## src/include/hsk_defines.svh

```systemverilog
`ifndef HSK_DEFINES_SVH
`define HSK_DEFINES_SVH

// port map seen by the softcore
// 0x00 - 0x07 buffer alias, kept free so k-port writes can reach the buffer
// 0x0c - 0x0f i2c pins
// 0x10 board id, 0x11 general control
// 0x80 - 0xff packet and housekeeping buffer
`define HSK_PORT_CTLSTAT 8'h0B
`define HSK_PORT_SCL 8'h0D
`define HSK_PORT_SDA 8'h0E
`define HSK_PORT_GENCTL 8'h11

// only bits 7 and 4..0 take part in the decode
`define HSK_MASK_EXACT 8'h9F
// scl write hits 0x0d and 0x0f
`define HSK_MASK_PAIR_SCL 8'h9D
// sda write hits 0x0e and 0x0f, ctlstat hits 0x0a and 0x0b
`define HSK_MASK_PAIR_SDA 8'h9E
// bit 0 splits board id (even) from general control (odd)
`define HSK_MASK_IDGC 8'h91

// top three bits of the board id, conf sits below them
`define HSK_ID_PREFIX 3'b010

// 256 byte buffer
`define HSK_BUF_DEPTH_LOG2 8

// pin positions in out_port and in the pin read-back byte
`define HSK_SCL_BIT 1
`define HSK_SDA_BIT 0

`endif
```

## src/verilog/hsk_pkg.sv

```systemverilog
`default_nettype none

package hsk_pkg;

    // port bus straight from the softcore
    // bank is the register bank the processor is running in
    typedef struct packed {
        logic [7:0] port_id;
        logic [7:0] out_port;
        logic       write_strobe;
        logic       k_write_strobe;
        logic       read_strobe;
        logic       bank;
    } port_bus_t;

    // what a single port write lands on
    typedef enum logic [2:0] {
        WR_NONE,
        WR_BUFFER,
        WR_CTLSTAT,
        WR_SCL,
        WR_SDA,
        WR_SCL_SDA,
        WR_GENCTL
    } port_wr_e;

    // classified write, data is out_port of the same cycle
    typedef struct packed {
        port_wr_e   target;
        logic [7:0] data;
        logic       bank;
    } port_wr_t;

    // general control register contents
    typedef struct packed {
        logic hsk_sel;
        logic cratebridge_en;
    } gen_ctl_t;

    // wishbone request side, 12 bit address and 32 bit data
    typedef struct packed {
        logic        cyc;
        logic        stb;
        logic        we;
        logic [3:0]  sel;
        logic [11:0] adr;
        logic [31:0] dat;
    } wb_req_t;

endpackage

`default_nettype wire

```

## src/verilog/hsk_port_top.sv

```systemverilog
`timescale 1ns/100ps
`default_nettype none
`include "hsk_defines.svh"

module hsk_port_top (
    input  logic               wb_clk_i,
    input  logic               processor_reset,
    input  hsk_pkg::port_bus_t port_i,
    input  hsk_pkg::wb_req_t   wb_req_i,
    input  logic [1:0]         conf_i,
    input  logic               cratebridge_en_i,
    input  logic               sda_i,
    input  logic               scl_i,
    output logic [7:0]         in_port_o,
    output logic [31:0]        wb_dat_o,
    output logic               wb_ack_o,
    output logic               cpu_hold_o,
    output logic               cratebridge_en_o,
    output logic               sda_t_o,
    output logic               scl_t_o
);

    hsk_pkg::port_wr_t                   port_wr;
    hsk_pkg::gen_ctl_t                   gen_ctl;
    logic [`HSK_BUF_DEPTH_LOG2-1:0]      buf_addr;
    logic [7:0]                          buf_data;
    logic                                bank_a_half;
    logic                                bank_b_half;
    logic                                cratebridge_state;

    assign cratebridge_en_o = gen_ctl.cratebridge_en;

    // port bus decode and buffer address
    hsk_port_decode u_decode (
        .port_i        (port_i),
        .hsk_sel_i     (gen_ctl.hsk_sel),
        .bank_a_half_i (bank_a_half),
        .bank_b_half_i (bank_b_half),
        .wr_o          (port_wr),
        .buf_addr_o    (buf_addr)
    );

    // registers, pins and the in_port mux
    hsk_ctrl_regs u_regs (
        .wb_clk_i            (wb_clk_i),
        .processor_reset     (processor_reset),
        .wr_i                (port_wr),
        .port_id_i           (port_i.port_id),
        .cpu_hold_i          (cpu_hold_o),
        .conf_i              (conf_i),
        .cratebridge_en_i    (cratebridge_en_i),
        .sda_i               (sda_i),
        .scl_i               (scl_i),
        .buf_data_i          (buf_data),
        .gen_ctl_o           (gen_ctl),
        .bank_a_half_o       (bank_a_half),
        .bank_b_half_o       (bank_b_half),
        .cratebridge_state_o (cratebridge_state),
        .sda_t_o             (sda_t_o),
        .scl_t_o             (scl_t_o),
        .in_port_o           (in_port_o)
    );

    hsk_packet_buffer u_buffer (
        .wb_clk_i  (wb_clk_i),
        .addr_i    (buf_addr),
        .wr_i      (port_wr),
        .rd_data_o (buf_data)
    );

    // wishbone side, holds the softcore in reset
    hsk_wb_ctrl u_wb (
        .wb_clk_i            (wb_clk_i),
        .processor_reset     (processor_reset),
        .wb_req_i            (wb_req_i),
        .cratebridge_state_i (cratebridge_state),
        .wb_dat_o            (wb_dat_o),
        .wb_ack_o            (wb_ack_o),
        .cpu_hold_o          (cpu_hold_o)
    );

endmodule

`default_nettype wire

```

## src/verilog/hsk_wb_ctrl.sv

```systemverilog
`timescale 1ns/100ps
`default_nettype none

module hsk_wb_ctrl (
    input  logic             wb_clk_i,
    input  logic             processor_reset,
    input  hsk_pkg::wb_req_t wb_req_i,
    input  logic             cratebridge_state_i,
    output logic [31:0]      wb_dat_o,
    output logic             wb_ack_o,
    output logic             cpu_hold_o
);

    logic ack;
    logic wr_cycle;

    // write takes effect in the ack cycle
    assign wr_cycle = wb_req_i.cyc && wb_req_i.stb && wb_req_i.we && ack;

    // one register, address is not decoded
    always_ff @(posedge wb_clk_i) begin
        if (processor_reset)
            ack <= 1'b0;
        else
            ack <= wb_req_i.cyc && wb_req_i.stb;
    end

    // cpu_hold keeps the softcore in reset, only byte lane 0 counts
    always_ff @(posedge wb_clk_i) begin
        if (processor_reset)
            cpu_hold_o <= 1'b0;
        else if (wr_cycle && wb_req_i.sel[0])
            cpu_hold_o <= wb_req_i.dat[0];
    end

    // drop ack as soon as the master lets go of cyc
    assign wb_ack_o = ack && wb_req_i.cyc;
    assign wb_dat_o = {30'd0, cratebridge_state_i, cpu_hold_o};

endmodule

`default_nettype wire

```

## src/verilog/hsk_packet_buffer.sv

```systemverilog
`timescale 1ns/100ps
`default_nettype none
`include "hsk_defines.svh"

module hsk_packet_buffer (
    input  logic                             wb_clk_i,
    input  logic [`HSK_BUF_DEPTH_LOG2-1:0]   addr_i,
    input  hsk_pkg::port_wr_t                wr_i,
    output logic [7:0]                       rd_data_o
);

    localparam int DEPTH = 1 << `HSK_BUF_DEPTH_LOG2;

    // lower half of the address space is the packet area,
    // upper half the housekeeping area, each split in two by the half bit
    logic [7:0] mem [DEPTH];

    logic       wr_en;

    assign wr_en = (wr_i.target == hsk_pkg::WR_BUFFER);

    // single port, old data on a read during write
    always_ff @(posedge wb_clk_i) begin
        if (wr_en)
            mem[addr_i] <= wr_i.data;
    end

    // read every cycle so data is ready by the read strobe cycle
    always_ff @(posedge wb_clk_i) begin
        rd_data_o <= mem[addr_i];
    end

endmodule

`default_nettype wire

```

## src/verilog/hsk_ctrl_regs.sv

```systemverilog
`timescale 1ns/100ps
`default_nettype none
`include "hsk_defines.svh"

module hsk_ctrl_regs (
    input  logic              wb_clk_i,
    input  logic              processor_reset,
    input  hsk_pkg::port_wr_t wr_i,
    input  logic [7:0]        port_id_i,
    input  logic              cpu_hold_i,
    input  logic [1:0]        conf_i,
    input  logic              cratebridge_en_i,
    input  logic              sda_i,
    input  logic              scl_i,
    input  logic [7:0]        buf_data_i,
    output hsk_pkg::gen_ctl_t gen_ctl_o,
    output logic              bank_a_half_o,
    output logic              bank_b_half_o,
    output logic              cratebridge_state_o,
    output logic              sda_t_o,
    output logic              scl_t_o,
    output logic [7:0]        in_port_o
);

    logic [7:0] id_masked;
    logic [7:0] pin_byte;
    logic [7:0] id_byte;
    logic [7:0] genctl_byte;

    // general control, buffer select in bit 0 and crate bridge enable in bit 6
    always_ff @(posedge wb_clk_i) begin
        if (processor_reset) begin
            gen_ctl_o <= '0;
        end else if (wr_i.target == hsk_pkg::WR_GENCTL) begin
            gen_ctl_o.hsk_sel        <= wr_i.data[0];
            gen_ctl_o.cratebridge_en <= wr_i.data[6];
        end
    end

    // per-bank packet half, taken from bit 1 of the ctlstat write
    always_ff @(posedge wb_clk_i) begin
        if (processor_reset) begin
            bank_a_half_o <= 1'b0;
            bank_b_half_o <= 1'b0;
        end else if (wr_i.target == hsk_pkg::WR_CTLSTAT) begin
            if (wr_i.bank)
                bank_b_half_o <= wr_i.data[1];
            else
                bank_a_half_o <= wr_i.data[1];
        end
    end

    // crate bridge state comes from outside, one flop of sync
    always_ff @(posedge wb_clk_i) begin
        if (processor_reset)
            cratebridge_state_o <= 1'b0;
        else
            cratebridge_state_o <= cratebridge_en_i;
    end

    // open-drain pins, 1 means released
    always_ff @(posedge wb_clk_i) begin
        if (processor_reset || cpu_hold_i) begin
            // processor held, let both lines float
            sda_t_o <= 1'b1;
            scl_t_o <= 1'b1;
        end else begin
            case (wr_i.target)
                hsk_pkg::WR_SCL: scl_t_o <= wr_i.data[`HSK_SCL_BIT];
                hsk_pkg::WR_SDA: sda_t_o <= wr_i.data[`HSK_SDA_BIT];
                hsk_pkg::WR_SCL_SDA: begin
                    scl_t_o <= wr_i.data[`HSK_SCL_BIT];
                    sda_t_o <= wr_i.data[`HSK_SDA_BIT];
                end
                default: ;
            endcase
        end
    end

    always_comb begin
        pin_byte                = 8'h00;
        pin_byte[`HSK_SCL_BIT]  = scl_i;
        pin_byte[`HSK_SDA_BIT]  = sda_i;
    end

    // board id is prefix, conf, then three zeros
    assign id_byte     = {`HSK_ID_PREFIX, conf_i, 3'b000};
    assign genctl_byte = {1'b0, cratebridge_state_o, 5'b00000, gen_ctl_o.hsk_sel};

    // bits 6 and 5 do not take part in the register decode
    assign id_masked = port_id_i & `HSK_MASK_EXACT;

    // read mux, purely from the current port id
    always_comb begin
        in_port_o = 8'h00;
        if (port_id_i[7] || (id_masked[7:3] == 5'b00000))
            in_port_o = buf_data_i;
        else if ((port_id_i & `HSK_MASK_PAIR_SDA) == (`HSK_PORT_SCL & `HSK_MASK_PAIR_SDA))
            // 0x0c and 0x0d both read the pins
            in_port_o = pin_byte;
        else if (id_masked == (`HSK_PORT_GENCTL ^ 8'h01))
            in_port_o = id_byte;
        else if (id_masked == `HSK_PORT_GENCTL)
            in_port_o = genctl_byte;
    end

endmodule

`default_nettype wire

```

## src/verilog/hsk_port_decode.sv

```systemverilog
`timescale 1ns/100ps
`default_nettype none
`include "hsk_defines.svh"

module hsk_port_decode (
    input  hsk_pkg::port_bus_t                port_i,
    input  logic                              hsk_sel_i,
    input  logic                              bank_a_half_i,
    input  logic                              bank_b_half_i,
    output hsk_pkg::port_wr_t                 wr_o,
    output logic [`HSK_BUF_DEPTH_LOG2-1:0]    buf_addr_o
);

    logic [7:0] eff_id;
    logic       any_write;
    logic       scl_hit;
    logic       sda_hit;
    logic       ctlstat_hit;
    logic       genctl_hit;
    logic       packet_half;
    logic       hsk_half;
    logic       half_bit;

    // k-port ids fold down onto 0x08-0x0f or 0x80-0x87
    // inverting bit 3 into bit 7 keeps the low eight ids pointing at the buffer
    assign eff_id = port_i.k_write_strobe ?
                    {~port_i.port_id[3], 3'b000, port_i.port_id[3:0]} :
                    port_i.port_id;

    assign any_write = port_i.write_strobe | port_i.k_write_strobe;

    // masked compares, 0x0f hits both pins at once
    assign scl_hit     = (eff_id & `HSK_MASK_PAIR_SCL) == `HSK_PORT_SCL;
    assign sda_hit     = (eff_id & `HSK_MASK_PAIR_SDA) == `HSK_PORT_SDA;
    assign ctlstat_hit = (eff_id & `HSK_MASK_PAIR_SDA) ==
                         (`HSK_PORT_CTLSTAT & `HSK_MASK_PAIR_SDA);
    assign genctl_hit  = (eff_id & `HSK_MASK_IDGC) == `HSK_PORT_GENCTL;

    always_comb begin
        wr_o.data   = port_i.out_port;
        wr_o.bank   = port_i.bank;
        wr_o.target = hsk_pkg::WR_NONE;
        if (any_write) begin
            // anything with bit 7 set is a buffer write, no further decode
            if (eff_id[7])
                wr_o.target = hsk_pkg::WR_BUFFER;
            else if (scl_hit && sda_hit)
                wr_o.target = hsk_pkg::WR_SCL_SDA;
            else if (scl_hit)
                wr_o.target = hsk_pkg::WR_SCL;
            else if (sda_hit)
                wr_o.target = hsk_pkg::WR_SDA;
            else if (ctlstat_hit)
                wr_o.target = hsk_pkg::WR_CTLSTAT;
            else if (genctl_hit)
                wr_o.target = hsk_pkg::WR_GENCTL;
        end
    end

    // packet area: each processor bank owns its own half select
    assign packet_half = port_i.bank ? bank_b_half_i : bank_a_half_i;
    // housekeeping area: writes go to hsk_sel, reads come from the other half
    assign hsk_half    = any_write ? hsk_sel_i : ~hsk_sel_i;
    assign half_bit    = eff_id[6] ? hsk_half : packet_half;

    // id bit 6 picks packet or housekeeping area, half bit sits just below it
    assign buf_addr_o = {eff_id[6], half_bit, eff_id[5:0]};

endmodule

`default_nettype wire

```

## config.mk

```make
export PLATFORM = sky130hd
export DESIGN_NAME = hsk_port_top
export DESIGN_NICKNAME = d
export VERILOG_FILES = /design/src/verilog/hsk_pkg.sv /design/src/verilog/hsk_port_top.sv /design/src/verilog/hsk_wb_ctrl.sv /design/src/verilog/hsk_packet_buffer.sv /design/src/verilog/hsk_ctrl_regs.sv /design/src/verilog/hsk_port_decode.sv
export VERILOG_INCLUDE_DIRS = /design/src /design/src/include
export SDC_FILE = /design/constraint.sdc
export NUM_CORES = 2
export LEC_CHECK = 0
export BUFFER_PORTS_ARGS = -buffer_cell sky130_fd_sc_hd__buf_2
export CAP_MARGIN = 10
export CELL_PAD_IN_SITES_DETAIL_PLACEMENT = 1
export CELL_PAD_IN_SITES_GLOBAL_PLACEMENT = 2
export CORE_MARGIN = 1.5
export CORE_UTILIZATION = 30
export DETAILED_ROUTE_END_ITERATION = 10
export PLACE_DENSITY = 0.55
export SYNTH_ARGS = -nofsm -noshare
export SYNTH_HDL_FRONTEND = slang
export SYNTH_HIERARCHICAL = 1
export SYNTH_SLANG_ARGS = --single-unit
```

## constraint.sdc

```tcl
create_clock -name wb_clk_i -period 3.95 [get_ports wb_clk_i]
set_input_delay 0.5925 -clock wb_clk_i [delete_from_list [all_inputs] [get_ports wb_clk_i]]
set_output_delay 0.5925 -clock wb_clk_i [all_outputs]
set_load 0.005 [all_outputs]
```

Word-level counts from Yosys, hierarchy flattened
Memory sizes are Yosys's and may differ from the RTL's. A register that Yosys moved wholly into a read port is not among the register bits.
Cells that the tools add are included.
Operators by class
  equality and inequality tests: 13
  muxes and demuxes: 17
  bitwise operators: 4
  reduce and logical (&&, ||, !) cells: 13
Operator list (count)
  two-way mux 8 bit: 4
  two-way mux 3 bit: 7
  equality test 5 x 3 -> 1 bit (second input constant): 4
  equality test 6 x 5 -> 1 bit (second input constant): 2
  equality test 3 x 2 -> 1 bit (second input constant): 3
  equality test 3 bit (second input constant): 3
  two-way mux 7 bit: 1
  logical AND 1 bit: 6
  logical NOT 5 bit: 1
  two-way mux 1 bit: 5
  AND reduction 2 bit: 2
  OR reduction 2 bit: 2
  equality test 3 x 1 -> 1 bit (second input constant): 1
  NOT 1 bit: 3
  logical OR 1 bit: 2
  bitwise OR 1 bit: 1
Word-level totals
  register bits after elaboration: 9
  bits in writable memories: 2048
  input port bits: 78
  logic and storage cells: 57
  memories kept: 1
Memory list
  u_buffer.mem: words 256, bits a word 8, rd ports 1, clocked after Yosys merged registers in 1, wr ports 1, RTL line hsk_packet_buffer.sv:16  | logic [7:0] mem [DEPTH];

Longest topological paths before layout
  depth in word-level cells: 13
  gate-level depth with buffers: 10

By module
Netlist, hierarchy kept.
Modules (own cells, without submodules)
  hsk_packet_buffer: times used 1, cells an instance 3526, area each 78285.1 um^2
  hsk_ctrl_regs: times used 1, cells an instance 47, area each 426.7 um^2
  hsk_wb_ctrl: times used 1, cells an instance 43, area each 324.1 um^2
  hsk_port_decode: times used 1, cells an instance 38, area each 269.0 um^2

Least setup slack after synthesis
OpenSTA, ideal clock, no wires.
  kind: input -> register
  from: in port_i[14] (netlist bit)
  to: mem u_buffer.mem[104][0] (enable)
  library setup time: 0.370 ns
  arrival time: 2.563 ns
  data required time: 3.580 ns
  path slack: 1.017 ns
  stages on the path: 8
  buffers on the path: 1
  cells stage by stage: nand2_1 -> o32ai_2 -> a22o_1 -> nor3b_1 -> nor3b_1 -> nand2_1 -> clkbuf_1 -> nor2_1
RTL lines
  start, declared: RTL line hsk_port_top.sv:8  | input hsk_pkg::port_bus_t port_i,
  end, declared: RTL line hsk_packet_buffer.sv:16

Final worst setup path
  from: reg u_regs.cratebridge_state_o
  to: out in_port_o[6]
Between the ends
  word-level cells in the longest chain between the ends: 4
RTL lines
  start, declared: RTL line hsk_ctrl_regs.sv:19  | output logic cratebridge_state_o,
  start signal, assigned: RTL line hsk_ctrl_regs.sv:58  | cratebridge_state_o <= cratebridge_en_i;
  two-way mux 7 bit: RTL line hsk_ctrl_regs.sv:103  | else if (id_masked == `HSK_PORT_GENCTL)
  two-way mux 8 bit: RTL line hsk_ctrl_regs.sv:101  | else if (id_masked == (`HSK_PORT_GENCTL ^ 8'h01))
  two-way mux 8 bit: RTL line hsk_ctrl_regs.sv:98  | else if ((port_id_i & `HSK_MASK_PAIR_SDA) == (`HSK_PORT_SCL & `HSK_MASK_PAIR_SDA))
  two-way mux 8 bit: RTL line hsk_ctrl_regs.sv:96  | if (port_id_i[7] || (id_masked[7:3] == 5'b00000))
  end, declared: RTL line hsk_port_top.sv:14  | output logic [7:0] in_port_o,
Every way passes these cells.

==> flow_summary.json <==
{
  "ios": 123,
  "hold_path.class": "input port to flip-flop",
  "p_sw_share_pct": 21.8,
  "required_ns": 3.36,
  "cts_post_setup_buffers_inserted": 0,
  "crit_buf_inv": 2,
  "power.total_w": 0.0460,
  "layout_commonest_cell": "edfxtp_1",
  "power_frac_seq_pct": 52.5,
  "cp_top_family": "compound AO/OA/AOI/OAI gates",
  "multi_input_area_um2": 16300,
  "synth-simple-area-share_pct": 1.87,
  "cpPeakStageDelay_ns": 0.69,
  "clkPwrFrac_pct": 42.6,
  "synth.avg_cell_area_um2": 21.7,
  "maxSlewHeadroom_pct": 18.9,
  "cts_hold_buf": 3,
  "layout_common_cells": "edfxtp_1, mux4_2, buf_4",
  "p_switching_w": 0.0100,
  "grt_first_pass_wirelength_um": 321000,
  "route.detailed.drc": 0,
  "place_congestion": 0.774,
  "synthMuxAreaShare_pct": 14.6,
  "htreeDepth": 4,
  "instances_no_fill": 7869,
  "layout_min_cycle_time_ns": 3.10,
  "maxSlewViolCount": 0,
  "async_flop_share_pct": 0,
  "critPathLaunchType": "flip-flop",
  "num_vias": 39200,
  "grt_overflow": 0,
  "die_w_um": 517,
  "clk_path_buf_depth": 3,
  "antenna_found_initial": 7,
  "num-fill-cells": 25700,
  "seq_area_frac_synth_pct": 78.0,
  "grt_max_degree": 149,
  "p_per_area_nw_per_um2": 490,
  "internal_power_w": 0.0360,
  "cts.sinks": 2065,
  "crit_chain": "inv_1 -> a21oi_1 -> a32o_1 -> buf_2",
  "grt_pass1_vias": 41500,
  "synth_compound_gate_area_share_pct": 3.78,
  "max_freq_mhz": 322,
  "p_comb_share_pct": 4.9,
  "worstMarginPinSlew_ns": 1.22,
  "insertion_delay_ns": 0.83,
  "dieArea_um2": 267000,
  "synth_edf_count": 2048,
  "port_buffers": 45,
  "track_usage_pct": 16.9,
  "leakagePower_nw": 29.2,
  "synth_xor_area_share_pct": 0.0221,
  "wl_per_cell_um": 28.8,
  "drive_above_1_share_pct": 31.5,
  "crit_arrival_ns": 2.51,
  "cp_max_fo": 2,
  "seq_area_um2": 61800,
  "finalSetupViolations": 0,
  "root_buffer": "clkbuf_16",
  "drt-pass1-iter-count": 5,
  "area_growth_pct": 18.4,
  "syn_area_um2": 79300,
  "start_util_pct": 30.2,
  "synth-main-ff-cell": "edfxtp_1",
  "clk_pin_slew_ns": 0.06,
  "synth_top_family_by_area": "multiplexers",
  "setup_tns_ns": 0,
  "fin_skew_ns": 0.0283,
  "yosysWarnings": 6,
  "rsz0062_at_grt": "no",
  "hpwl_um": 141000,
  "cts_buffers": 215,
  "dp_cells": 7458,
  "outcome": "finished, final reports clean",
  "finalHoldViolCount": 0,
  "synthDistinctLibCells": 46,
  "dieHeight_um": 517,
  "post-route-period-util_pct": 78.5,
  "ant_nets": 0,
  "ys_seq_elements": 2065,
  "cts_tree": "done",
  "drtIter0Drc": 3342,
  "endpoint_kind": "output port",
  "fin_nets": 4241,
  "fp-row-count": 188,
  "viasPerCell": 4.98,
  "postCtsResizedCells": 0,
  "wl_um": 226000,
  "peakVddDrop_mv": 0.434,
  "synthAdderAreaFrac_pct": 0,
  "critical_path_class": "flip-flop to output port",
  "slowest_stage": "a21oi_1",
  "syn-instance-count": 3654,
  "coreArea_um2": 263000,
  "cap_violations": 0
}
## sequential cells by signal (all words and copies together), names as in the netlist
| name | flops |
|---|---|
| u_wb/ack | 1 |
| u_regs/scl_t_o | 1 |
| u_regs/cratebridge_state_o | 1 |
| u_regs/bank_b_half_o | 1 |
| u_wb/cpu_hold_o | 1 |
| u_regs/sda_t_o | 1 |
| u_buffer/rd_data_o | 8 |
| u_buffer/mem | 2048 |
| u_regs/bank_a_half_o | 1 |
| u_regs/gen_ctl_o | 2 |
## synthesized netlist by cell type, types with 2 or more instances
library cell,n,area [um2]
a21oi_1,134,671
a22oi_1,256,1920
a32o_1,4,40.0
and2_1,5,31.3
and3b_1,2,17.5
buf_1,15,56.3
buf_2,42,210
buf_4,54,405
buf_6,10,113
clkbuf_1,151,567
dfxtp_1,17,340
edfxtp_1,2048,61500
inv_1,4,15.0
mux2i_1,6,60.1
mux4_2,512,11500
nand2_1,35,131
nand2b_1,3,18.8
nand3_1,7,35.0
nand3b_1,2,15.0
nand4_1,8,50.1
nor2_1,269,1010
nor2b_1,12,75.1
nor3b_1,3,22.5
o2111ai_1,2,17.5
o41ai_1,32,280
## path summary, 6_finish.rpt
| kind | start | end | slack [ns] | depth (start not counted) |
|---|---|---|---|---|
| max | u_regs/cratebridge_state_o | in_port_o[6] | 0.85 | 4 |
| min | wb_req_i[0] | u_wb/cpu_hold_o | 0.1 | 4 |
| max reg2reg | u_regs/gen_ctl_o[1] | u_buffer/mem[86][0] | 1.07 | 8 |
| min reg2reg | u_regs/sda_t_o | u_regs/sda_t_o | 0.50 | 2 |
## through the flow
step | instance area (um2) | worst slack (ns) | hold WS (ns) | utilization (%)
after floorplan | 79400 | 1.02 | 0.460 | -
after global routing | 93900 | 0.781 | 0.0594 | 35.8
after global placement | 87100 | 0.00424 | 0.476 | 33.2
after CTS | 93900 | 0.715 | 0.0222 | 35.8
after detailed placement | 87100 | 0.0470 | 0.497 | 33.2
final | 93900 | 0.848 | 0.0995 | 35.8
## cells by family (layout without fill, tap and decap cells)
kind of cell | after synthesis | in the layout
XOR/XNOR | 2 | 2
flip-flops | 2065 | 2065
multiplexers | 518 | 518
other | 1 | 35
AND/OR/NAND/NOR | 355 | 355
AO/OA/AOI/OAI | 436 | 436
buffers and inverters | 277 | 943
## power groups by stage
stage	clock network (W)	logic [W]	registers [W]
after floorplan	0	0.00127	0.0246
after global routing	0.0209	0.00242	0.0241
after detailed placement	0	0.00234	0.0246
after global placement	0	0.00231	0.0246
final	0.0196	0.00227	0.0241
after CTS	0.0202	0.00234	0.0241
## per-layer routing
| layer | global-route usage, % | share of wire [%] | vias to the layer above | wire, um |
|---|---|---|---|---|
| met5 | 0 | 0 | - | 0 |
| met4 | 3.72 | 1.8 | 0 | 4170 |
| met3 | 2.37 | 4.4 | 257 | 9970 |
| met2 | 27.8 | 49 | 879 | 110000 |
| met1 | 23.9 | 45 | 21600 | 102000 |
| li1 | - | - | 16400 | - |
## worst register-to-register path, stage by stage (launching register included)
cell and delay [ns]:
dfxtp_1 0.48, xnor2_1 0.20, nand2_1 0.08, o21ai_1 0.16
nor2b_1 0.31, buf_12 0.20, nand2_1 0.13, buf_4 0.30
nor2_1 0.63
## final cells by class
cell class	count	area share, %
Multi-Input combinational cell	1341	17.4
Timing Repair Buffer	535	4.84
Antenna cell	5	0.0133
Clock buffer	281	6.09
Inverter	5	0.0200
Clock inverter	122	1.10
Sequential cell	2065	65.9
Tap cell	3515	4.68
Note: power is estimated with default switching activity, not from simulation.
